==> src/fetch_pkg.sv <==
package fetch_pkg;

    typedef logic [31:0] addr_t;          // Fetch address
    typedef logic [31:0] instr_t;         // Instruction word
    typedef logic [6:0]  ecc_t;           // SECDED checksum or syndrome
    typedef logic [63:0] axi_data_t;      // AXI read data beat
    typedef logic [2:0]  fetch_status_t;  // Status stored with each entry
    typedef logic [1:0]  pred_t;          // RAS prediction
    typedef logic [36:0] ifb_entry_t;     // {pred, status, instr}

    localparam int IFB_DEPTH       = 4;   // Default buffer depth
    localparam int MAX_OUTSTANDING = 2;   // Read credit of the fetch master

    // Wide enough for occupancy plus outstanding reads
    typedef logic [$clog2(IFB_DEPTH + MAX_OUTSTANDING + 1)-1:0] cnt_t;

    // Entry layout
    localparam int ENTRY_PRED_HI  = 36;
    localparam int ENTRY_PRED_LO  = 35;
    localparam int ENTRY_STAT_HI  = 34;
    localparam int ENTRY_STAT_LO  = 32;
    localparam int ENTRY_INSTR_HI = 31;

    // Checksum position inside an AXI beat
    localparam int AXI_ECC_HI = 38;
    localparam int AXI_ECC_LO = 32;

    localparam fetch_status_t FETCH_VALID  = 3'b001;  // OKAY, no error seen
    localparam fetch_status_t FETCH_BUSERR = 3'b010;  // SLVERR or DECERR
    localparam fetch_status_t FETCH_INCER  = 3'b011;  // Corrected single-bit error
    localparam fetch_status_t FETCH_INUCE  = 3'b100;  // Uncorrectable error

    localparam pred_t PRED_NONE = 2'b00;  // No RAS update

    localparam logic [1:0] AXI_RESP_OKAY  = 2'b00;
    localparam logic [2:0] AXI_PROT_FETCH = 3'b100;  // Instruction, secure, unprivileged

    localparam addr_t RESET_ADDR = 32'h0000_0000;  // First fetch after reset

    typedef enum logic {
        FS_IDLE,  // Waiting one cycle out of reset
        FS_RUN    // Issuing reads
    } fetch_state_t;

    // Hsiao matrix, one weight-3 column per data bit
    // Checksum bits use the unit columns
    localparam ecc_t HSIAO_COL [32] = '{
        7'h07, 7'h0B, 7'h13, 7'h23, 7'h43, 7'h0D, 7'h15, 7'h25,
        7'h45, 7'h19, 7'h29, 7'h49, 7'h31, 7'h51, 7'h61, 7'h0E,
        7'h16, 7'h26, 7'h46, 7'h1A, 7'h2A, 7'h4A, 7'h32, 7'h52,
        7'h62, 7'h1C, 7'h2C, 7'h4C, 7'h34, 7'h54, 7'h64, 7'h38
    };

    // XOR of the columns of all set data bits
    function automatic ecc_t secded_checksum(input instr_t data);
        ecc_t chk;
        chk = '0;
        for (int i = 0; i < 32; i++) begin
            if (data[i]) begin
                chk = chk ^ HSIAO_COL[i];
            end
        end
        return chk;
    endfunction

endpackage

==> src/secded_check.sv <==
module secded_check (
    input  fetch_pkg::ecc_t   syndrome_i,  // Recomputed XOR stored checksum
    input  fetch_pkg::instr_t data_i,      // Raw word of entry 0
    output fetch_pkg::instr_t data_o,      // Word with a single data bit repaired
    output logic              error_o,     // Any error present
    output logic              ce_o         // Error is correctable
);
    import fetch_pkg::*;

    logic data_hit;   // Syndrome names a data bit
    logic check_hit;  // Syndrome names a checksum bit

    // Match against every data column
    always_comb begin
        data_o   = data_i;
        data_hit = 1'b0;
        for (int i = 0; i < 32; i++) begin
            if (syndrome_i == HSIAO_COL[i]) begin
                data_o[i] = ~data_i[i];  // Flip the faulty bit
                data_hit  = 1'b1;
            end
        end
    end

    // Unit syndrome means the stored checksum itself took the hit
    always_comb begin
        check_hit = 1'b0;
        for (int j = 0; j < 7; j++) begin
            if (syndrome_i == ecc_t'(1 << j)) begin
                check_hit = 1'b1;
            end
        end
    end

    // Zero syndrome is a clean word
    assign error_o = (syndrome_i != '0);

    // Even weight or an unused odd column stays uncorrectable
    assign ce_o    = data_hit | check_hit;

endmodule

==> src/fetch_axi_master.sv <==
module fetch_axi_master (
    input  logic                             s_clk_i,
    input  logic                             arst_n_i,
    input  logic                             redirect_i,       // Restart fetching
    input  fetch_pkg::addr_t                 redirect_addr_i,  // New fetch address
    // AR channel
    output logic                             m_arvalid_o,
    input  logic                             m_arready_i,
    output fetch_pkg::addr_t                 m_araddr_o,
    output logic [2:0]                       m_arprot_o,
    // R channel
    input  logic                             m_rvalid_i,
    output logic                             m_rready_o,
    input  fetch_pkg::axi_data_t             m_rdata_i,
    input  logic [1:0]                       m_rresp_i,
    // Buffer side
    output logic                             push_o,
    output fetch_pkg::ifb_entry_t            entry_o,
    output fetch_pkg::ecc_t                  checksum_o,
    input  logic [fetch_pkg::IFB_DEPTH-1:0]  occupied_i
);
    import fetch_pkg::*;

    fetch_state_t  state_q;
    addr_t         pc_q;        // Next address to issue
    addr_t         araddr_q;
    logic          arvalid_q;
    logic          ar_stale_q;  // Pending AR predates a redirect
    cnt_t          live_q;      // Outstanding reads of the current stream
    cnt_t          stale_q;     // Outstanding reads to drop
    cnt_t          occ_cnt;
    cnt_t          live_pend;
    cnt_t          total_cnt;
    logic          ar_fire;
    logic          r_fire;
    logic          issue;
    fetch_status_t r_status;

    assign ar_fire = arvalid_q & m_arready_i;
    assign r_fire  = m_rvalid_i;  // rready is always high

    // Occupied entries of the buffer
    always_comb begin
        occ_cnt = '0;
        for (int i = 0; i < IFB_DEPTH; i++) begin
            occ_cnt = occ_cnt + cnt_t'(occupied_i[i]);
        end
    end

    assign live_pend = live_q + cnt_t'(arvalid_q & ~ar_stale_q);  // Needs room in the buffer
    assign total_cnt = live_q + stale_q + cnt_t'(arvalid_q);      // Every read in flight

    // New AR only with buffer room and read credit left
    assign issue = (state_q == FS_RUN) & ~redirect_i & (~arvalid_q | ar_fire)
                 & (occ_cnt + live_pend < cnt_t'(IFB_DEPTH))
                 & (total_cnt < cnt_t'(MAX_OUTSTANDING));

    always_ff @(posedge s_clk_i or negedge arst_n_i) begin
        if (!arst_n_i) begin
            state_q    <= FS_IDLE;
            pc_q       <= RESET_ADDR;
            arvalid_q  <= 1'b0;
            ar_stale_q <= 1'b0;
            live_q     <= '0;
            stale_q    <= '0;
        end else begin
            if (state_q == FS_IDLE) state_q <= FS_RUN;  // One quiet cycle after reset
            if (redirect_i) begin
                pc_q <= redirect_addr_i;
            end else if (issue) begin
                pc_q <= pc_q + 32'd4;  // Word-sequential fetch
            end
            if (issue) begin
                arvalid_q <= 1'b1;
            end else if (ar_fire) begin
                arvalid_q <= 1'b0;
            end
            // AR held across a redirect keeps its address but goes stale
            if (redirect_i && arvalid_q && !m_arready_i) begin
                ar_stale_q <= 1'b1;
            end else if (ar_fire) begin
                ar_stale_q <= 1'b0;
            end
            if (redirect_i) begin
                live_q  <= '0;  // Whole stream becomes stale
                stale_q <= stale_q + live_q + cnt_t'(ar_fire) - cnt_t'(r_fire);
            end else begin
                live_q  <= live_q + cnt_t'(ar_fire & ~ar_stale_q)
                         - cnt_t'(r_fire & (stale_q == '0));
                stale_q <= stale_q + cnt_t'(ar_fire & ar_stale_q)
                         - cnt_t'(r_fire & (stale_q != '0));  // Stale beats come first
            end
        end
    end

    always_ff @(posedge s_clk_i) begin
        if (issue) araddr_q <= pc_q;
    end

    assign m_arvalid_o = arvalid_q;
    assign m_araddr_o  = araddr_q;
    assign m_arprot_o  = AXI_PROT_FETCH;
    assign m_rready_o  = 1'b1;

    // Status from the response code
    assign r_status   = (m_rresp_i == AXI_RESP_OKAY) ? FETCH_VALID : FETCH_BUSERR;
    assign push_o     = r_fire & (stale_q == '0) & ~redirect_i;
    assign entry_o    = {PRED_NONE, r_status, m_rdata_i[31:0]};
    assign checksum_o = m_rdata_i[AXI_ECC_HI:AXI_ECC_LO];

    // AXI rule on a waiting address
    a_araddr_stable: assert property (@(posedge s_clk_i) disable iff (!arst_n_i)
        m_arvalid_o && !m_arready_i |=> m_arvalid_o && $stable(m_araddr_o));

    // Reads in flight stay within the credit
    a_credit: assert property (@(posedge s_clk_i) disable iff (!arst_n_i)
        total_cnt <= cnt_t'(MAX_OUTSTANDING));

endmodule

==> src/ifb.sv <==
module ifb #(
    parameter int SIZE = fetch_pkg::IFB_DEPTH  // Two or more entries
) (
    input  logic                  s_clk_i,
    input  logic                  arst_n_i,
    input  logic                  s_flush_i,       // Drop every entry
    input  logic                  s_push_i,        // New entry into slot 0
    input  logic                  s_pop_i,         // Consumer takes the output
    input  fetch_pkg::pred_t      s_ras_pred_i,    // RAS update of slot 0
    input  fetch_pkg::ifb_entry_t s_data_i,
    input  fetch_pkg::ecc_t       s_checksum_i,
    output fetch_pkg::ecc_t       syndrome_o,      // To the SECDED checker
    input  fetch_pkg::instr_t     corrected_i,     // Back from the checker
    input  logic                  ce_i,
    input  logic                  error_i,
    output logic                  s_valid_o,
    output fetch_pkg::ifb_entry_t s_data_o,        // Oldest entry
    output fetch_pkg::ifb_entry_t s_last_entry_o,  // Newest entry
    output logic [SIZE-1:0]       s_occupied_o
);
    import fetch_pkg::*;

    ifb_entry_t      buf_q [SIZE];  // Slot 0 is the newest
    ifb_entry_t      ubuf  [SIZE];  // Slots after update and correction
    ecc_t            chk_q;         // Checksum of slot 0
    logic [SIZE-1:0] occ_q;         // Thermometer from slot 0 up
    logic [SIZE-1:0] occ_d;
    logic            check_en;
    logic            bad;
    logic            pop;
    pred_t           pred0;

    // Recompute the checksum of slot 0 and compare with the stored one
    assign syndrome_o = secded_checksum(buf_q[0][ENTRY_INSTR_HI:0]) ^ chk_q;

    // Only a clean fetch is checked so each word is flagged once
    assign check_en = occ_q[0] & (buf_q[0][ENTRY_STAT_HI:ENTRY_STAT_LO] == FETCH_VALID);
    assign bad      = check_en & error_i;

    // Nonzero RAS prediction wins over the stored one
    assign pred0 = (s_ras_pred_i != PRED_NONE) ? s_ras_pred_i
                                                : buf_q[0][ENTRY_PRED_HI:ENTRY_PRED_LO];

    always_comb begin
        ubuf[0] = buf_q[0];
        ubuf[0][ENTRY_PRED_HI:ENTRY_PRED_LO] = pred0;
        if (bad) begin
            // Checker leaves the word alone on an uncorrectable error
            ubuf[0][ENTRY_INSTR_HI:0] = corrected_i;
            ubuf[0][ENTRY_STAT_HI:ENTRY_STAT_LO] = ce_i ? FETCH_INCER : FETCH_INUCE;
        end
        for (int i = 1; i < SIZE; i++) begin
            ubuf[i] = buf_q[i];  // Older slots pass as stored
        end
    end

    // Highest occupied slot is the oldest
    always_comb begin
        s_data_o = ubuf[0];
        for (int i = 1; i < SIZE; i++) begin
            if (occ_q[i]) s_data_o = ubuf[i];
        end
    end

    // A lone faulty entry waits one cycle for its write-back
    assign s_valid_o = occ_q[0] & (~bad | occ_q[1]);
    assign pop       = s_pop_i & s_valid_o;

    always_comb begin
        if (s_flush_i) begin
            occ_d = '0;
        end else if (s_push_i && !pop) begin
            occ_d = {occ_q[SIZE-2:0], 1'b1};  // Grow by one
        end else if (!s_push_i && pop) begin
            occ_d = {1'b0, occ_q[SIZE-1:1]};  // Shrink by one
        end else begin
            occ_d = occ_q;  // Push with pop keeps the count
        end
    end

    // Payload shifts up on a push, slot 0 takes back its update otherwise
    always_ff @(posedge s_clk_i) begin
        buf_q[0] <= s_push_i ? s_data_i : ubuf[0];
        for (int i = 1; i < SIZE; i++) begin
            if (s_push_i && occ_q[i-1]) begin
                buf_q[i] <= ubuf[i-1];
            end
        end
        if (s_push_i) chk_q <= s_checksum_i;
    end

    always_ff @(posedge s_clk_i or negedge arst_n_i) begin
        if (!arst_n_i) begin
            occ_q <= '0;
        end else begin
            occ_q <= occ_d;
        end
    end

    assign s_last_entry_o = buf_q[0];
    assign s_occupied_o   = occ_q;

    // Fetch credit must keep a full buffer from taking a push
    a_no_overflow: assert property (@(posedge s_clk_i) disable iff (!arst_n_i)
        s_push_i && (&occ_q) |-> pop);

endmodule

==> src/fetch_top.sv <==
module fetch_top (
    input  logic                     s_clk_i,
    input  logic                     arst_n_i,
    // Redirect from the core
    input  logic                     redirect_i,
    input  fetch_pkg::addr_t         redirect_addr_i,
    // Consumer side
    input  logic                     pop_i,
    input  fetch_pkg::pred_t         ras_pred_i,
    output logic                     instr_valid_o,
    output fetch_pkg::instr_t        instr_o,
    output fetch_pkg::fetch_status_t status_o,
    output fetch_pkg::pred_t         pred_o,
    output fetch_pkg::ifb_entry_t    last_entry_o,
    // AXI4-Lite read channels
    output logic                     m_arvalid_o,
    input  logic                     m_arready_i,
    output fetch_pkg::addr_t         m_araddr_o,
    output logic [2:0]               m_arprot_o,
    input  logic                     m_rvalid_i,
    output logic                     m_rready_o,
    input  fetch_pkg::axi_data_t     m_rdata_i,
    input  logic [1:0]               m_rresp_i
);
    import fetch_pkg::*;

    logic                 push;
    ifb_entry_t           entry;
    ecc_t                 checksum;
    logic [IFB_DEPTH-1:0] occupied;
    ecc_t                 syndrome;
    instr_t               corrected;
    logic                 ce;
    logic                 error;
    ifb_entry_t           ifb_data;  // Oldest entry

    fetch_axi_master u_master (
        .s_clk_i(s_clk_i), .arst_n_i(arst_n_i),
        .redirect_i(redirect_i), .redirect_addr_i(redirect_addr_i),
        .m_arvalid_o(m_arvalid_o), .m_arready_i(m_arready_i),
        .m_araddr_o(m_araddr_o), .m_arprot_o(m_arprot_o),
        .m_rvalid_i(m_rvalid_i), .m_rready_o(m_rready_o),
        .m_rdata_i(m_rdata_i), .m_rresp_i(m_rresp_i),
        .push_o(push), .entry_o(entry), .checksum_o(checksum), .occupied_i(occupied)
    );

    ifb #(.SIZE(IFB_DEPTH)) u_ifb (
        .s_clk_i(s_clk_i), .arst_n_i(arst_n_i), .s_flush_i(redirect_i),
        .s_push_i(push), .s_pop_i(pop_i), .s_ras_pred_i(ras_pred_i),
        .s_data_i(entry), .s_checksum_i(checksum),
        .syndrome_o(syndrome), .corrected_i(corrected), .ce_i(ce), .error_i(error),
        .s_valid_o(instr_valid_o), .s_data_o(ifb_data),
        .s_last_entry_o(last_entry_o), .s_occupied_o(occupied)
    );

    // Checks the raw word held in slot 0
    secded_check u_check (
        .syndrome_i(syndrome), .data_i(last_entry_o[ENTRY_INSTR_HI:0]),
        .data_o(corrected), .error_o(error), .ce_o(ce)
    );

    assign instr_o  = ifb_data[ENTRY_INSTR_HI:0];
    assign status_o = ifb_data[ENTRY_STAT_HI:ENTRY_STAT_LO];
    assign pred_o   = ifb_data[ENTRY_PRED_HI:ENTRY_PRED_LO];

endmodule

==> config.mk <==
export PLATFORM = sky130hd
export DESIGN_NAME = fetch_top
export DESIGN_NICKNAME = d
export VERILOG_FILES = /design/src/fetch_pkg.sv /design/src/secded_check.sv /design/src/fetch_axi_master.sv /design/src/ifb.sv /design/src/fetch_top.sv
export SDC_FILE = /design/constraint.sdc
export NUM_CORES = 1
export LEC_CHECK = 0
export BUFFER_PORTS_ARGS = -buffer_cell sky130_fd_sc_hd__buf_2
export CORE_UTILIZATION = 60
export DETAILED_ROUTE_END_ITERATION = 8
export PLACE_DENSITY_LB_ADDON = 0.25
export SYNTH_ARGS = -nofsm -noshare
export SYNTH_HDL_FRONTEND = slang
export SYNTH_SLANG_ARGS = --single-unit
export TNS_END_PERCENT = 50
==> constraint.sdc <==
create_clock -name s_clk_i -period 6.5 [get_ports s_clk_i]
set_input_delay 0.325 -clock s_clk_i [delete_from_list [all_inputs] [get_ports s_clk_i]]
set_output_delay 0.325 -clock s_clk_i [all_outputs]
set_load 0.02 [all_outputs]
Yosys cells after proc, flatten, opt, wreduce, memory -nomap -nowiden
Memory sizes are Yosys's and may differ from the RTL's. Cells that the tools add are included.

Bitwise logic cells: 87. Eq/ne operators: 40. $add $sub $neg: 14. Reductions and logical operators: 19. Order comparisons: 2. Mux-type cells: 127.

Operator list (count): 2-to-1 mux 37 bit (4); equality test 7 bit, second input constant (13); 2-to-1 mux 7 bit (12); inverter 3 bit (27); 2-to-1 mux 1 bit (80); equality test 7 x 6 -> 1 bit, second input constant (11); 2-to-1 mux 32 bit (2); 2-to-1 mux 6 bit (10); equality test 7 x 5 -> 1 bit, second input constant (7); 2-to-1 mux 35 bit (1); inverter 1 bit (35); adder 32 x 3 -> 32 bit, second input constant (1); 2-to-1 mux 5 bit (6); equality test 7 x 4 -> 1 bit, second input constant (4); 2-to-1 mux 4 bit (6); adder 3 bit (5); bitwise AND 1 bit (14); equality test 7 x 3 -> 1 bit, second input constant (2); adder 3 x 1 -> 3 bit (4); 2-to-1 mux 3 bit (4); inverter 2 -> 3 bit (4); nonzero test 2 bit (4); equality test 7 x 1 -> 1 bit, second input constant (1); equality test 7 x 2 -> 1 bit, second input constant (1); 17 further kinds (31).

Output and inout bits: 112. Memories: 1. Bits in registers: 84. RAM bits: 148.

Memory list: u_ifb.buf_q (words 4, width 37, rd ports 4, clocked after Yosys merged registers in 0, wr ports 4, RTL line ifb.sv:23) `ifb_entry_t buf_q [SIZE];`.

Depth between registers and ports, before layout
An unclocked memory read counts as a cell.

Word-level depth: 104. Depth in mapped cells: 16. Depth with buffers taken out: 15.

Hierarchy
A second synthesis with hierarchy kept.

Cell total of the unflattened synthesis: 1109. Area total of the unflattened synthesis: 12468.2 sq um.

By module, submodules not included: ifb (area each 7360.8 sq um, times used 1, cells an instance 583); fetch_axi_master (area each 4080.2 sq um, times used 1, cells an instance 369); secded_check (area each 1027.2 sq um, times used 1, cells an instance 157).

Worst setup path after synthesis
No wires, ideal clock.

Kind: register to register. From: register u_master.stale_q[0]. To: register u_master.pc_q[10]. Cell stages (with the launch flop): 12. Arrival time: 4.180 ns. Period minus slack after synthesis: 4.263 ns. Path slack: 2.237 ns. Path through: dfrtp_1 ha_1 fa_1 ha_1 or4b_2 or3_1 clkbuf_1 inv_1 clkbuf_1 nand4_1 xor2_1 o21ai_0.

Cells in the longest elaborated chain, start to end: 5.

Ends and longest elaborated chain: start, declared (RTL line fetch_axi_master.sv:30) `cnt_t stale_q;`; start signal, assigned (RTL line fetch_axi_master.sv:86) `stale_q <= stale_q + live_q + cnt_t'(ar_fire) - cnt_t'(r_fire);`; start signal, assigned (RTL line fetch_axi_master.sv:90) `stale_q <= stale_q + cnt_t'(ar_fire & ar_stale_q)`; adder 3 bit (RTL line fetch_axi_master.sv:51) `assign total_cnt = live_q + stale_q + cnt_t'(arvalid_q);`; adder 3 x 1 -> 3 bit (RTL line fetch_axi_master.sv:51); less-than comparator 3 x 2 -> 1 bit (RTL line fetch_axi_master.sv:56) `& (total_cnt < cnt_t'(MAX_OUTSTANDING));`; bitwise AND 1 bit (RTL line fetch_axi_master.sv:56); net u_master.issue (RTL line fetch_axi_master.sv:36) `logic issue;`; nonzero test 2 bit (no line); end signal, assigned (RTL line fetch_axi_master.sv:69) `pc_q <= redirect_addr_i;`; end signal, assigned (RTL line fetch_axi_master.sv:71) `pc_q <= pc_q + 32'd4;`; end, declared (RTL line fetch_axi_master.sv:25) `addr_t pc_q;`.

The timed path passes the listed nets, and every way through them passes these cells. A chain may end at the register's enable or synchronous reset.

==> metrics.md <==
| Metric | Value |
|---|---|
| Largest area contributor in the netlist | `edfxtp_1` |
| R2R Setup Slk | `between 2000 and 2500 ps` |
| Crit path required time | `6170 ps` |
| Setup tns final | `0 ps` |
| TritonCTS clock tree | `built` |
| Unique masters post-synth | `68` |
| Mean Syn Cell Area | `~12 sq um` |
| Detailed-route via count | `roughly 8600` |
| Largest family of logic cells by synthesized area | `XOR/XNOR gates` |
| Number of vias per cell | `5.82` |
| Row Count | `50` |
| Drt pass-1 iters | `7` |
| Post-Syn Instances | `roughly 1000` |
| Clock Skew | `around 14 ps` |
| CP startpoint | `u_ifb.buf_q[0][8]` |
| # diodes | `0` |
| Vias in the first global route | `just over 8000` |
| Post-Synth Simple-Gate Area | `~13%` |
| I/O Pins | `between 200 and 250` |
| H-tree depth | `1` |
| First-pass GRT wire length | `roughly 46 mm` |
| Register area share after synthesis | `between 50 and 60%` |
| Synth top cells by count | `edfxtp_1 (150), nor2_1 (109), nand2_1 (89)` |
| Fraction of layout cells with a size suffix above 1 | `about a quarter` |
| Post-detail-place hpwl | `about 20 mm` |
| Largest net degree at the start of global routing | `67` |
| EDFF count, synth | `150` |
| Outcome | `complete, but fails checks` |
| Worst r2r dst | `u_master.pc_q[21]` |
| Gpl congestion | `0.894` |
| Synth Area in Compound Gates | `roughly a tenth` |
| Fill cells | `approximately 1300` |
| Starting Density | `about three fifths` |
| F_max | `around 0.19 GHz` |
| Die Y | `~140 um` |
| Yosys warning total | `0` |
| Ys async rst share | `around a fifth` |
| Die Wd | `roughly 140 um` |
| Final setup violation count | `0` |
| Count leader, synth | `edfxtp_1` |
| Hold Vio Cnt, Final | `15` |
| Slew margin rel. | `between 20 and 25%` |
| Share of the synthesized area in the top cell type | `between 30% and 40%` |
| Nets | `~1300` |
| Post-DRT Antenna Nets | `0` |
| Post-synthesis mux area share | `3.19%` |
| Register clock-pin slew on the reported worst setup and hold paths | `around 60 ps` |
| Launching point of the worst reg2reg path | `u_ifb.s_occupied_o[1]` |
| Buffer depth of the longest clock path | `3` |
| Crit path launch type | `flop` |
| Max-slew violations | `0` |
| Period utilization | `between 80% and 90%` |
| Max Cap Viol | `0` |
| Netlist Area Pre-Place | `11600 sq um` |
| Crit path DAT | `4890 ps` |
| Final hold slack | `-15.7 ps` |
| Total grt overflow | `0` |
| Failing checks | `hold timing` |
| Clk sinks | `approximately 230` |
| Crit. End Element | `output port` |
| Drt first-iter violations | `around 580` |
| XOR/XNOR Fraction of Synth Area | `a little over an eighth` |
| Die ar. | `19900 sq um` |
| Synth area leaders | `edfxtp_1 (39%), dfrtp_1 (9.7%), dfxtp_1 (6.4%)` |
| Worst Setup Path Type | `reg2out` |
| Port buffer count | `188` |
| Synth Flop Type | `edfxtp_1` |
| Multi-input combinational cell area | `4870 sq um` |
| GRT Total Usage | `29.9%` |
| Core area | `between 15000 and 20000 sq um` |
| Yosys reg bits | `between 200 and 250` |
| Initial antenna violation count | `0` |
| Setup Buffers After CTS | `0` |
| Adder-cell share of the synthesized area | `2.26%` |
| Worst Tran Pin Value | `between 1000 and 1500 ps` |
| Cts bufs inserted | `25` |
| Clock Latency Late Sink | `around 530 ps` |
| Crit path max fanout | `13` |
| Worst-case reg-to-reg path depth | `16` |
| Flip-flop and latch area | `6370 sq um` |
| Drt drc | `0` |
| Drt wl/cell | `roughly 20 um` |
| Post-layout min period | `roughly 5200 ps` |
| Total wire length | `between 20 and 30 mm` |
| Worst Hold Class | `in2async` |
| Setup crit end | `instr_o[21]` |
| Setup repair after global routing missed its margin | `no` |
| Root Buffer | `clkbuf_16` |
| Area Growth Syn to Fin | `17.6%` |
## cell families (layout without fill, tap and decap cells)
| group | Yosys count | count (layout) |
|---|---|---|
| other cells | 2 | 5 |
| compound gates | 170 | 170 |
| mux | 35 | 35 |
| xor+xnor | 140 | 140 |
| fa+ha+maj | 18 | 18 |
| simple gates | 316 | 316 |
| flops | 232 | 232 |
| buf+inv | 96 | 296 |
## timing repair
action,CTS,global route
resized for setup,0,0
hold endpoints to repair,7,0
hold buffers,7,0
## worst max-delay path, cell delays in order, from the launching register on
cell and delay [ps]:
dfxtp_1 380, xnor2_2 300, xnor2_1 200, xnor3_2 560, xor2_2 680, nand2_1 160, o41a_1 510, and2_1 350
nand2_4 160, nor3_1 70, xnor2_1 520, o221ai_1 250, buf_2 220
## sequential cells by signal, summed over array words and instances, names as in the netlist
register              cells
u_master.live_q           3
u_master.state_q          1
u_master.stale_q          3
u_master.ar_stale_q       1
u_ifb.s_occupied_o        4
u_ifb.chk_q               7
u_ifb.buf_q             148
u_master.m_araddr_o      32
u_master.pc_q            32
u_master.m_arvalid_o      1
## how the worst min path moves through the flow
stage,start,end,slack [ps],cells after the start
6_report,arst_n_i,u_master.pc_q[0],-20,1
5_1_grt,redirect_addr_i[9],u_master.pc_q[9],6,3
4_1_cts,m_rdata_i[26],u_ifb.buf_q[0][26],2,3
3_5_place_dp,u_ifb.buf_q[1][28],u_ifb.buf_q[2][28],430,0
3_3_place_gp,u_ifb.buf_q[1][7],u_ifb.buf_q[2][7],430,0
2_1_floorplan,arst_n_i,u_ifb.s_occupied_o[0],30,0
## stage by stage
| step | instances | hold slack, ps | util (%) | worst slack, ps | cell area (sq um) |
|---|---|---|---|---|---|
| 6_report | 1472 | -15.7 | 72.6 | 1290 | 13700 |
| 5_1_grt | 1472 | 5.63 | 72.6 | 1110 | 13700 |
| 4_1_cts | 1472 | 1.64 | 72.6 | 1330 | 13700 |
| 3_3_place_gp | 1419 | 427 | 67.7 | 1910 | 12800 |
| 2_1_floorplan | 1012 | 29.4 | - | 2240 | 11600 |
| 3_5_place_dp | 1419 | 433 | 67.7 | 1920 | 12800 |
## cells in the final DEF, fill, tap and decap left out, types with 7 or more instances in the layout
cell type,synthesis,layout
edfxtp_1,150,150
nor4_1,7,7
xnor2_1,81,81
o21ai_0,46,46
nor2_1,109,106
clkinv_2,0,7
dfrtp_1,45,44
a22oi_1,21,21
o221ai_1,21,21
nand2b_1,9,8
buf_4,8,9
xor2_1,30,30
and3_1,15,15
ha_1,13,13
nor3_1,24,24
mux2i_1,19,19
nand4_1,13,13
inv_1,44,44
buf_2,2,188
dfxtp_1,37,37
mux2_2,16,16
a21oi_1,37,37
a221o_1,11,11
nand3_1,19,19
dlygate4sd3_1,0,7
clkbuf_16,0,25
nand2_1,89,89
and2_1,7,7
## cell type report
cell class              instances  share of cell area [%]
clock buffers                  27                    4.63
inverters                      46                    1.26
flip-flops and latches        232                    46.6
well taps                     260                    2.38
clock inverters                19                    1.50
multi-input cells             684                    35.7
repair buffers                204                    7.89
## routing by layer
layer	part of all wire [%]	wire, um	track usage [%]	vias to the layer above
li1	-	-	-	3976
met2	45	13200	46.3	409
met1	44	12900	43.4	4122
met5	0	0	0	-
met3	7.6	2220	4.48	64
met4	3.1	893	10.1	0
Power is left out: the tool's default activity adds up to more than one toggle a clock period on the data nets, which glitch-free logic cannot reach.
